$ cat config.mk
export PLATFORM = sky130hd
export DESIGN_NAME = serial_master_top
export DESIGN_NICKNAME = d
export VERILOG_FILES = /design/src/source/serial_bus_pkg.sv /design/src/source/bus_cmd_pkg.sv /design/src/source/serial_master_top.sv /design/src/source/bus_sequencer.sv /design/src/source/cmd_fifo.sv /design/src/source/cmd_capture.sv
export VERILOG_INCLUDE_DIRS = /design/src /design/src/source
export SDC_FILE = /design/constraint.sdc
export NUM_CORES = 1
export LEC_CHECK = 0
export BUFFER_PORTS_ARGS = -buffer_cell sky130_fd_sc_hd__buf_2
export CORE_ASPECT_RATIO = 0.6
export CORE_MARGIN = 4
export CORE_UTILIZATION = 55
export CTS_CLUSTER_DIAMETER = 80
export DETAILED_ROUTE_END_ITERATION = 7
export PLACE_DENSITY = 0.74
export SYNTH_ARGS = -nofsm -noshare
export SYNTH_HDL_FRONTEND = slang
export SYNTH_HIERARCHICAL = 1
export SYNTH_SLANG_ARGS = --single-unit
$ cat constraint.sdc
create_clock -name clock -period 2.81 [get_ports clock]
set_input_delay 0.1405 -clock clock [delete_from_list [all_inputs] [get_ports clock]]
set_output_delay 0.1405 -clock clock [all_outputs]
set_load 0.01 [all_outputs]
$ cat src/source/bus_defs.svh
`ifndef BUS_DEFS_SVH
`define BUS_DEFS_SVH

//////////////////////////////
// serial bus geometry
//////////////////////////////

// address bits shifted out per transfer
`define ADDR_W 14

// data bits per word, both directions
`define DATA_W 8

// command queue entries, power of two, 2 or more
`define CMD_DEPTH 4

`endif
$ cat src/source/serial_bus_pkg.sv
`default_nettype none

`include "bus_defs.svh"

package serial_bus_pkg;

	//////////////////////////////
	// sequencer states
	//////////////////////////////

	typedef enum logic [2:0]
	{
		st_idle,
		// bus_req up, waiting for bus_ready
		st_request,
		// valid_s up, address (and write data) shifting
		st_address,
		// read only, waiting for slave_valid
		st_read_wait,
		// read only, shifting data_rx in
		st_receive,
		// read only, hand word to user
		st_done
	} seq_state_t;

	// bit index within a phase, wide enough for the address
	typedef logic [$clog2(`ADDR_W)-1:0] bit_cnt_t;

	//////////////////////////////
	// lines driven by the master
	//////////////////////////////

	typedef struct packed
	{
		logic bus_req;
		logic valid_s;
		logic write_en_slave;
		logic addr_tx;
		logic data_tx;
	} bus_tx_t;

endpackage

`default_nettype wire

$ cat src/source/bus_cmd_pkg.sv
`default_nettype none

`include "bus_defs.svh"

package bus_cmd_pkg;

	//////////////////////////////
	// user side command
	//////////////////////////////

	// one posted command as it sits in the queue
	// read = 1 selects a read, data is ignored then
	typedef struct packed
	{
		// transfer direction
		logic read;
		// target address, sent msb first
		logic [`ADDR_W-1:0] addr;
		// write payload, sent msb first
		logic [`DATA_W-1:0] data;
	} bus_cmd_t;

endpackage

`default_nettype wire

$ cat src/source/serial_master_top.sv
`timescale 1ns/100ps
`default_nettype none

`include "bus_defs.svh"

module serial_master_top
(
	input wire logic clock,
	input wire logic reset,
	// user command inputs
	input wire logic enable,
	input wire logic read_en,
	input wire logic [`ADDR_W-1:0] addr_in,
	input wire logic [`DATA_W-1:0] data_in,
	// bus inputs
	input wire logic bus_ready,
	input wire logic slave_valid,
	input wire logic data_rx,
	// queue full, user must hold off
	output logic master_busy,
	output serial_bus_pkg::bus_tx_t tx,
	output logic [`DATA_W-1:0] data_read,
	output logic read_done
);

	import bus_cmd_pkg::*;

	// capture to queue
	logic push;
	bus_cmd_t new_cmd;

	// queue to sequencer
	logic empty;
	logic pop;
	bus_cmd_t head_cmd;

	//////////////////////////////
	// producer
	//////////////////////////////

	cmd_capture u_cmd_capture
	(
		.clock(clock),
		.reset(reset),
		.enable(enable),
		.read_en(read_en),
		.addr_in(addr_in),
		.data_in(data_in),
		.full(master_busy),
		.push(push),
		.cmd(new_cmd)
	);

	//////////////////////////////
	// command queue
	//////////////////////////////

	cmd_fifo u_cmd_fifo
	(
		.clock(clock),
		.reset(reset),
		.push(push),
		.wr_cmd(new_cmd),
		.pop(pop),
		.rd_cmd(head_cmd),
		.full(master_busy),
		.empty(empty)
	);

	//////////////////////////////
	// consumer, drives the bus
	//////////////////////////////

	bus_sequencer u_bus_sequencer
	(
		.clock(clock),
		.reset(reset),
		.empty(empty),
		.head(head_cmd),
		.pop(pop),
		.bus_ready(bus_ready),
		.slave_valid(slave_valid),
		.data_rx(data_rx),
		.tx(tx),
		.data_read(data_read),
		.read_done(read_done)
	);

endmodule

`default_nettype wire

$ cat src/source/bus_sequencer.sv
`timescale 1ns/100ps
`default_nettype none

`include "bus_defs.svh"

module bus_sequencer
(
	input wire logic clock,
	input wire logic reset,
	// queue side
	input wire logic empty,
	input wire bus_cmd_pkg::bus_cmd_t head,
	output logic pop,
	// bus side inputs
	input wire logic bus_ready,
	input wire logic slave_valid,
	input wire logic data_rx,
	// bus side outputs
	output serial_bus_pkg::bus_tx_t tx,
	output logic [`DATA_W-1:0] data_read,
	output logic read_done
);

	import serial_bus_pkg::*;

	seq_state_t state;
	// bit index of the current phase
	bit_cnt_t cnt;

	// shift registers, msb goes out first
	logic [`ADDR_W-1:0] addr_sr;
	logic [`DATA_W-1:0] data_sr;

	// last address cycle
	logic addr_last;
	// last read data bit
	logic data_last;
	// next address cycle also carries a write data bit
	logic data_go;

	assign addr_last = (cnt == bit_cnt_t'(`ADDR_W - 1));
	assign data_last = (cnt == bit_cnt_t'(`DATA_W - 1));
	// write data rides on the last DATA_W address bits
	assign data_go = tx.write_en_slave & ~addr_last
		& (cnt >= bit_cnt_t'(`ADDR_W - `DATA_W - 1));

	// take the head as soon as we are free
	assign pop = (state == st_idle) & ~empty;

	//////////////////////////////
	// control and bus lines
	//////////////////////////////

	always_ff @(posedge clock)
	begin
		if (reset)
		begin
			state <= st_idle;
			cnt <= '0;
			tx <= '0;
			data_read <= '0;
			read_done <= 1'b0;
		end
		else
		begin
			// single cycle pulse
			read_done <= 1'b0;
			case (state)
				st_idle:
				begin
					if (!empty)
					begin
						tx.bus_req <= 1'b1;
						tx.write_en_slave <= ~head.read;
						state <= st_request;
					end
				end
				st_request:
				begin
					// grant seen, first address bit goes out with valid_s
					if (bus_ready)
					begin
						tx.valid_s <= 1'b1;
						tx.addr_tx <= addr_sr[`ADDR_W-1];
						tx.data_tx <= 1'b0;
						cnt <= '0;
						state <= st_address;
					end
				end
				st_address:
				begin
					if (addr_last)
					begin
						tx.valid_s <= 1'b0;
						tx.addr_tx <= 1'b0;
						tx.data_tx <= 1'b0;
						// writes are finished here, reads keep the bus
						if (tx.write_en_slave)
						begin
							tx.bus_req <= 1'b0;
							tx.write_en_slave <= 1'b0;
							state <= st_idle;
						end
						else
						begin
							state <= st_read_wait;
						end
					end
					else
					begin
						cnt <= cnt + 1'b1;
						tx.addr_tx <= addr_sr[`ADDR_W-1];
						if (data_go)
						begin
							tx.data_tx <= data_sr[`DATA_W-1];
						end
					end
				end
				st_read_wait:
				begin
					// slave answers after any delay
					if (slave_valid)
					begin
						cnt <= '0;
						state <= st_receive;
					end
				end
				st_receive:
				begin
					if (data_last)
					begin
						state <= st_done;
					end
					else
					begin
						cnt <= cnt + 1'b1;
					end
				end
				st_done:
				begin
					data_read <= data_sr;
					read_done <= 1'b1;
					tx.bus_req <= 1'b0;
					state <= st_idle;
				end
				default:
				begin
					state <= st_idle;
				end
			endcase
		end
	end

	//////////////////////////////
	// shift datapath
	//////////////////////////////

	always_ff @(posedge clock)
	begin
		case (state)
			st_idle:
			begin
				if (!empty)
				begin
					addr_sr <= head.addr;
					data_sr <= head.data;
				end
			end
			st_request:
			begin
				if (bus_ready)
				begin
					addr_sr <= {addr_sr[`ADDR_W-2:0], 1'b0};
				end
			end
			st_address:
			begin
				addr_sr <= {addr_sr[`ADDR_W-2:0], 1'b0};
				if (data_go)
				begin
					data_sr <= {data_sr[`DATA_W-2:0], 1'b0};
				end
			end
			// read word assembles msb first
			st_receive:
			begin
				data_sr <= {data_sr[`DATA_W-2:0], data_rx};
			end
			default:
			begin
				data_sr <= data_sr;
			end
		endcase
	end

	//////////////////////////////
	// checks
	//////////////////////////////

	a_valid_needs_req : assert property (
		@(posedge clock) disable iff (reset)
		tx.valid_s |-> tx.bus_req
	) else $error("bus_sequencer: valid_s without bus_req");

	// address phase is bounded
	a_valid_length : assert property (
		@(posedge clock) disable iff (reset)
		$rose(tx.valid_s) |-> ##[1:`ADDR_W] !tx.valid_s
	) else $error("bus_sequencer: valid_s longer than address phase");

endmodule

`default_nettype wire

$ cat src/source/cmd_fifo.sv
`timescale 1ns/100ps
`default_nettype none

`include "bus_defs.svh"

module cmd_fifo
(
	input wire logic clock,
	input wire logic reset,
	// write side, from the capture logic
	input wire logic push,
	input wire bus_cmd_pkg::bus_cmd_t wr_cmd,
	// read side, from the sequencer
	input wire logic pop,
	output bus_cmd_pkg::bus_cmd_t rd_cmd,
	output logic full,
	output logic empty
);

	import bus_cmd_pkg::*;

	localparam int ptr_w = $clog2(`CMD_DEPTH);

	// entry storage
	bus_cmd_t mem [`CMD_DEPTH];

	// pointers wrap on their own, depth is a power of two
	logic [ptr_w-1:0] wr_ptr;
	logic [ptr_w-1:0] rd_ptr;
	// one bit wider than the pointers, 0 to CMD_DEPTH
	logic [ptr_w:0] count;

	// requests that actually take effect
	logic do_push;
	logic do_pop;

	assign do_push = push & ~full;
	assign do_pop = pop & ~empty;

	//////////////////////////////
	// storage
	//////////////////////////////

	always_ff @(posedge clock)
	begin
		if (do_push)
		begin
			mem[wr_ptr] <= wr_cmd;
		end
	end

	// head shows the oldest entry
	assign rd_cmd = mem[rd_ptr];

	//////////////////////////////
	// pointers and occupancy
	//////////////////////////////

	always_ff @(posedge clock)
	begin
		if (reset)
		begin
			wr_ptr <= '0;
			rd_ptr <= '0;
			count <= '0;
		end
		else
		begin
			if (do_push)
			begin
				wr_ptr <= wr_ptr + 1'b1;
			end
			if (do_pop)
			begin
				rd_ptr <= rd_ptr + 1'b1;
			end
			// simultaneous push and pop leaves count alone
			case ({do_push, do_pop})
				2'b10: count <= count + 1'b1;
				2'b01: count <= count - 1'b1;
				default: count <= count;
			endcase
		end
	end

	assign full = (count == (ptr_w + 1)'(`CMD_DEPTH));
	assign empty = (count == '0);

	//////////////////////////////
	// checks
	//////////////////////////////

	a_no_pop_when_empty : assert property (
		@(posedge clock) disable iff (reset)
		pop |-> !empty
	) else $error("cmd_fifo: pop while empty");

	a_no_push_when_full : assert property (
		@(posedge clock) disable iff (reset)
		push |-> !full
	) else $error("cmd_fifo: push while full");

endmodule

`default_nettype wire

$ cat src/source/cmd_capture.sv
`timescale 1ns/100ps
`default_nettype none

`include "bus_defs.svh"

module cmd_capture
(
	input wire logic clock,
	input wire logic reset,
	// user strobe, one command per rising edge
	input wire logic enable,
	input wire logic read_en,
	input wire logic [`ADDR_W-1:0] addr_in,
	input wire logic [`DATA_W-1:0] data_in,
	// queue has no room
	input wire logic full,
	output logic push,
	output bus_cmd_pkg::bus_cmd_t cmd
);

	import bus_cmd_pkg::*;

	// [0] newest sample, [1] the one before
	logic [1:0] enable_hist;
	logic enable_rise;

	//////////////////////////////
	// enable edge detect
	//////////////////////////////

	always_ff @(posedge clock)
	begin
		if (reset)
		begin
			enable_hist <= 2'b00;
		end
		else
		begin
			enable_hist <= {enable_hist[0], enable};
		end
	end

	// high for one cycle, the cycle after enable rises
	assign enable_rise = enable_hist[0] & ~enable_hist[1];

	// edge while queue is full is simply lost
	assign push = enable_rise & ~full;

	// user inputs taken as they stand in the push cycle
	assign cmd = bus_cmd_t'{read: read_en, addr: addr_in, data: data_in};

endmodule

`default_nettype wire

==> metrics.md, run 1 <==
| Metric | Value |
|---|---|
| CTS sink count | `146` |
| Max Cap Viol | `0` |
| CP startpoint | `u_cmd_fifo/count[0]$_SDFFE_PP0P_` |
| Min Tclk post-route | `2660 ps` |
| PortBufs | `43` |
| Post-layout util | `0.657` |
| Max-slew headroom | `0.633` |
| Hold crit path type | `input pin to flip-flop` |
| Crit start category | `flip-flop` |
| Met1 wire length | `5.16 mm` |
| P per Cell Area | `832 mW/mm²` |
| RSZ-0062 raised after global routing | `no` |
| Slew Viols, Final | `0` |
| Ys flop type | `edfxtp_1` |
| CTS root buffer | `clkbuf_16` |
| Clk buf depth | `2` |
| Syn Inst Count | `381` |
| Leak | `2.52 nW` |
| 1st-iter DRT viols | `231` |
| Final cell count without fillers | `591` |
| Worst Setup Slack, final | `146 ps` |
| Outcome | `finished, final reports clean` |
| Highest routed layer | `met4` |
| First-pass GRT wire length | `16.9 mm` |
| CP most frequent cell | `inv_1` |
| Diodes inserted | `0` |
| Die ar. | `0.0128 mm²` |
| Maximum number of pins on one net before global-route repair | `30` |
| H-tree depth | `4` |
| Max IR drop VDD | `0.472 mV` |
| EDFF count, synth | `114` |
| Clock Skew | `7.08 ps` |
| CP max stage delay | `480 ps` |
| Reg area | `0.00406 mm²` |
| Rows | `29` |
| NumNets Final | `478` |
| Hold_sp | `slave_valid` |
| Top Ports | `44` |
| Die Span X | `144 µm` |
| Crit-path cells | `nor3_2 -> or4_1 -> inv_1 -> o31ai_2 -> inv_1 -> ha_1 -> inv_1 -> fa_1 -> xor2_1 -> or3_1 -> a21oi_1` |
| Syn avg cell area | `15.9 µm²` |
| Met2 wire len | `4.73 mm` |
| Clock slew at reported path FFs | `60 ps` |
| RePlAce Congestion | `0.904` |
| Total GRT Usage | `0.179` |
| Ys async rst share | `0` |
| Final setup fails | `0` |
| Worst setup path class | `flip-flop to flip-flop` |
| DR DRC count | `0` |
| Yosys warnings | `6` |
| Placed Area | `0.00625 mm²` |
| Die height | `89.3 µm` |
| Layout area overhead | `15.7%` |
| Final worst path period share | `0.948` |
| Arrival time at the worst endpoint | `3000 ps` |
| Mapped Area | `0.00606 mm²` |
| Reg-to-Reg Start | `u_cmd_fifo/count[0]$_SDFFE_PP0P_` |
| Inst Count DP | `536` |
| CP Data Required Time | `3140 ps` |
| Worst-Margin Slew | `549 ps` |
| Final number of hold-violating endpoints | `0` |
| Synth area leaders | `edfxtp_1 (56%), dfxtp_1 (11%), mux4_2 (8.5%)` |
| CP Capture Type | `flip-flop` |
| Seq/Total Area, Yosys | `0.670` |
| TNS Setup | `0 ps` |
| GRT Residual Overflow | `0` |
| Synthesized net count | `419` |
| Initial antenna violation count | `0` |
| Length of routed met3 wiring | `546 µm` |
| Footprint of the multi-input gates | `0.00166 mm²` |
| Synth unique cells | `48` |
| Most common cell in the netlist | `edfxtp_1` |
| Via count | `3267` |
| Design Power | `5.83 mW` |
| Clk Latency, worst-skew pair | `410 ps` |
| First-pass iteration count of the detailed router | `4` |
| Post-route cell area | `0.00701 mm²` |
| Crit-path max FO | `7` |
| Crit-path slowest cell | `dfxtp_1` |
| #FFs+latches synth | `146` |
| Inserted Clock Buffers | `17` |
| DR WL/cell | `17.9 µm` |
| Layout cells sized above 1 | `0.268` |
| Post-route ant nets | `0` |
| Max Fclk | `375 MHz` |
| Post-Place Setup Slack | `197 ps` |
| Routed vias/inst | `5.53` |
| Area leader, netlist | `edfxtp_1` |
| Total length of routed wires | `10.6 mm` |
| # fillers | `751` |
| TritonCTS clock tree | `done` |
| Minimum hold slack | `40.9 ps` |
| Vias in the first global route | `3214` |
| Initial core utilization | `0.568` |
| Top cells by instance count after synthesis | `edfxtp_1 (114), dfxtp_1 (32), buf_4 (24)` |
| DP HPWL | `6.52 mm` |
| Core area | `0.0107 mm²` |
| Area share of the largest cell type after synthesis | `0.565` |
[layout by cell type, fill, tap and decap left out, drive strengths merged, types with 18 or more instances in the layout]
cell         netlist  final
mux4              23     23
buf               35     54
nor2              23     23
clkbuf             3     18
mux2              21     21
a21oi             18     18
dfxtp             32     32
dlygate4sd3        0     24
inv               16     19
edfxtp           114    114
[per-layer routing]
layer / GRT usage / vias to the layer above
li1: - / 1537
met4: 0.0675 / 0
met2: 0.267 / 77
met5: 0 / -
met1: 0.252 / 1639
met3: 0.0540 / 14
[final cells by class]
type | count | area share
Clock inverter | 13 | 0.0127
Inverter | 16 | 0.00856
Multi-Input combinational cell | 181 | 0.237
Sequential cell | 146 | 0.579
Timing Repair Buffer | 78 | 0.0767
Clock buffer | 18 | 0.0612
Tap cell | 139 | 0.0248
[critical path, delay by kind of cell, from the launching register on]
kind	cells	cell delay, ps
compound gates	2	250
simple gates	3	930
xor+xnor	1	160
fa+ha+maj	2	540
buf+inv	3	250
flops	1	480
[cells by family (layout without fill, tap and decap cells)]
kind of cell / count (synthesis) / in the layout / share of synthesized area
muxes: 54 / 54 / 0.141
DFF: 146 / 146 / 0.670
buffers and inverters: 54 / 125 / 0.0561
xor gates and xnor gates: 4 / 4 / 0.00578
and+or+nand+nor: 70 / 70 / 0.0621
AOI/OAI and AO/OA: 44 / 44 / 0.0450
adders and majority gates: 9 / 9 / 0.0198
[flip-flops by register name, summed over array words and instances (netlist names), 3 cells and up, named ones only]
signal	flops
u_bus_sequencer/addr_sr	14
u_bus_sequencer/cnt	4
u_bus_sequencer/data_read	8
u_bus_sequencer/data_sr	8
u_bus_sequencer/state	3
u_bus_sequencer/tx	5
u_cmd_fifo/count	3
u_cmd_fifo/mem	92
[report_power, final]
group | switching (mW) | internal [mW]
clock network | 0.855 | 1.12
registers | 0.103 | 2.67
logic | 0.611 | 0.480
[final timing paths]
| path | depth (start not counted) | slack [ps] | to |
|---|---|---|---|
| hold reg to reg | 2 | 460 | u_bus_sequencer/tx[1]$_SDFFE_PP0P_ |
| setup / recovery | 11 | 150 | u_cmd_fifo/count[2]$_SDFFE_PP0P_ |
| setup reg to reg | 11 | 150 | u_cmd_fifo/count[2]$_SDFFE_PP0P_ |
| hold / removal | 3 | 40 | u_bus_sequencer/state[2]$_SDFFE_PP0P_ |
[timing repair]
action	4_1_cts	5_1_grt
endpoints found under the setup margin	0	0
buffers inserted	0	0
hold buffers	24	0
endpoints found under the hold margin	93	0
resized for setup	0	0
Note: power is estimated with default switching activity, not from simulation.
==> run 2, diff against run 1 <==
--- a/config.mk
+++ b/config.mk
@@ -12,6 +12,7 @@
 export CORE_UTILIZATION = 55
 export CTS_CLUSTER_DIAMETER = 80
 export DETAILED_ROUTE_END_ITERATION = 7
+export GPL_TIMING_DRIVEN = 0
 export PLACE_DENSITY = 0.74
 export SYNTH_ARGS = -nofsm -noshare
 export SYNTH_HDL_FRONTEND = slang
==> metrics.md, run 2 (synthesis gave the netlist of run 1 again) <==
| Metric | Value |
|---|---|
| Clock slew at reported path FFs | `60 ps (about the same)` |
| Die ar. | `0.0128 mm² (unchanged)` |
| NumNets Final | `482 (was 478)` |
| DP HPWL | `6.93 mm (was 6.52 mm)` |
| Final number of hold-violating endpoints | `0 (unchanged)` |
| RSZ-0062 raised after global routing | `no (unchanged)` |
| Min Tclk post-route | `2580 ps (was 2660 ps)` |
| Slew Viols, Final | `0 (unchanged)` |
| Total length of routed wires | `10.9 mm (was 10.6 mm)` |
| CP Data Required Time | `3150 ps (was 3140 ps)` |
| Inserted Clock Buffers | `17 (unchanged)` |
| Max IR drop VDD | `0.593 mV (was 0.472 mV)` |
| RePlAce Congestion | `0.849 (was 0.904)` |
| Maximum number of pins on one net before global-route repair | `24 (was 30)` |
| DR DRC count | `0 (unchanged)` |
| Post-CTS Setup Bufs | `0 (unchanged)` |
| Rows | `29 (unchanged)` |
| TNS Setup | `0 ps (unchanged)` |
| Worst setup path class | `flip-flop to flip-flop (unchanged)` |
| Clk Latency, worst-skew pair | `420 ps (was 410 ps)` |
| Final setup fails | `0 (unchanged)` |
| Diodes inserted | `0 (unchanged)` |
| Total GRT Usage | `0.190 (was 0.179)` |
| First-pass iteration count of the detailed router | `4 (unchanged)` |
| CP Capture Type | `flip-flop (unchanged)` |
| Worst reg2reg endpoint | `u_cmd_fifo/count[2]$_SDFFE_PP0P_ (unchanged)` |
| Max Cap Viol | `0 (unchanged)` |
| Via count | `3273 (was 3267)` |
| Vias in the first global route | `3327 (was 3214)` |
| Final cell count without fillers | `596 (was 591)` |
| CP startpoint | `u_bus_sequencer/state[1]$_SDFFE_PP0P_ (was u_cmd_fifo/count[0]$_SDFFE_PP0P_)` |
| Max-slew headroom | `0.128 (was 0.633)` |
| Arrival time at the worst endpoint | `2930 ps (was 3000 ps)` |
| Top Ports | `44 (unchanged)` |
| PortBufs | `20 (was 43)` |
| Largest regs | `u_cmd_fifo/mem x92, u_bus_sequencer/addr_sr x14 (unchanged)` |
| Die height | `89.3 µm (unchanged)` |
| Post-route ant nets | `0 (unchanged)` |
| R2r setup slk | `230 ps (was 150 ps)` |
| Die Span X | `144 µm (unchanged)` |
| Largest register FFs | `92 (unchanged)` |
| TritonCTS clock tree | `done (unchanged)` |
| Most common cell after layout, fill and taps aside | `edfxtp_1 (unchanged)` |
| Crit-path max FO | `8 (was 7)` |
| Reg-to-Reg Start | `u_bus_sequencer/state[1]$_SDFFE_PP0P_ (was u_cmd_fifo/count[0]$_SDFFE_PP0P_)` |
| # fillers | `719 (was 751)` |
| Crit start category | `flip-flop (unchanged)` |
| Clk buf depth | `2 (unchanged)` |
| GRT Residual Overflow | `0 (unchanged)` |
| Clock Skew | `9.81 ps (was 7.08 ps)` |
| CTS root buffer | `clkbuf_16 (unchanged)` |
| Core area | `0.0107 mm² (unchanged)` |
| 1st-iter DRT viols | `255 (was 231)` |
| Initial antenna violation count | `0 (unchanged)` |
| Biggest register | `u_cmd_fifo/mem (unchanged)` |
| Leak | `2.59 nW (was 2.52 nW)` |
| P per Cell Area | `858 mW/mm² (was 832 mW/mm²)` |
| CTS sink count | `146 (unchanged)` |
| Worst reg2reg path depth | `11 (unchanged)` |
| Hold crit path type | `input pin to flip-flop (unchanged)` |
| Commonest cells after routing, fill and taps aside | `edfxtp_1 (114), dfxtp_1 (29), buf_2 (26) (was edfxtp_1 (114), buf_2 (43), dfxtp_1 (32))` |
| Max Fclk | `387 MHz (was 375 MHz)` |
| Outcome | `finished, final reports clean (unchanged)` |
| DR WL/cell | `18.3 µm (was 17.9 µm)` |
| Initial core utilization | `0.568 (unchanged)` |
| Layout area overhead | `18.6% (was 15.7%)` |
| Final worst path period share | `0.920 (was 0.948)` |
| CP Capture Point | `u_cmd_fifo/count[2]$_SDFFE_PP0P_ (unchanged)` |
| Worst-Margin Slew | `1310 ps (was 549 ps)` |
| H-tree depth | `4 (unchanged)` |
| Routed vias/inst | `5.49 (was 5.53)` |
| Inst Count DP | `540 (was 536)` |
| Layout cells sized above 1 | `0.269 (was 0.268)` |
| First-pass GRT wire length | `17.7 mm (was 16.9 mm)` |
## run 2: cell types whose count changed in the layout (fill, tap and decap cells not counted), moves of 3 or more
cell and delta:
clkbuf_1 +5, dfxtp_1 -3, buf_2 -17, bufinv_16 +3, dfxtp_2 +3, buf_4 +13
## run 2: timing repair
action / 4_1_cts / 5_1_grt
endpoints found under the setup margin: 0 / 59
endpoints found under the hold margin: 94 / 0
hold buffers: 25 / 0
gates resized for setup: 0 / 3
## run 2: cell type report
type	instances	area, µm²	area share
Timing Repair Buffer	45	350	0.0487
Sequential cell	146	4070	0.566
Inverter	16	60.1	0.00835
Multi-Input combinational cell	181	1660	0.231
Tap cell	139	174	0.0242
Clock buffer	23	468	0.0651
Buffer	37	277	0.0384
Clock inverter	9	133	0.0184
## run 2: worst max-delay path: stages (launching register included)
cell and delay (ps):
dfxtp_1 290, buf_2 150, or4_1 590, inv_1 120, o31ai_2 80, inv_1 60, ha_1 160, inv_1 60
fa_1 380, xor2_1 160, or3_1 310, a21oi_1 140
## run 2: report_power, final
part	total [mW]	internal, mW	switching [mW]
Sequential	2.80	2.67	0.129
Clock	2.29	1.45	0.849
Combinational	1.07	0.479	0.594
Total	6.17	4.60	1.57
## run 2: through the flow
stage | setup slack [ps] | area, µm² | util | total power [mW] | hold slack (ps)
2_1_floorplan | 286 | 6060 | - | 3.60 | 212
3_3_place_gp | 121 | 6340 | 0.594 | 3.85 | 340
3_5_place_dp | 69.5 | 6340 | 0.594 | 3.88 | 347
4_1_cts | 35.7 | 7190 | 0.674 | 6.23 | 17.5
5_1_grt | 34.7 | 7190 | 0.674 | 6.45 | 62.7
6_report | 226 | 7190 | 0.674 | 6.17 | 36.2
## run 2: metal layers
layer  track usage  vias to the layer above  wire length, µm
met4        0.0812                        0              161
met5             0                        -                0
met3        0.0513                       16              662
met2         0.279                      104             4970
li1              -                     1545                -
met1         0.271                     1608             5120
## run 2: worst min path at each step
stage / start / end / slack, ps / cells past startpoint
2_1_floorplan: reset / u_cmd_capture/enable_hist[0]$_SDFF_PP0_ / 210 / 1
3_3_place_gp: data_in[2] / u_cmd_fifo/mem[3][2]$_DFFE_PP_ / 340 / 1
3_5_place_dp: addr_in[1] / u_cmd_fifo/mem[2][9]$_DFFE_PP_ / 350 / 1
4_1_cts: slave_valid / u_bus_sequencer/state[2]$_SDFFE_PP0P_ / 20 / 3
5_1_grt: slave_valid / u_bus_sequencer/state[2]$_SDFFE_PP0P_ / 60 / 3
6_report: slave_valid / u_bus_sequencer/state[2]$_SDFFE_PP0P_ / 40 / 3
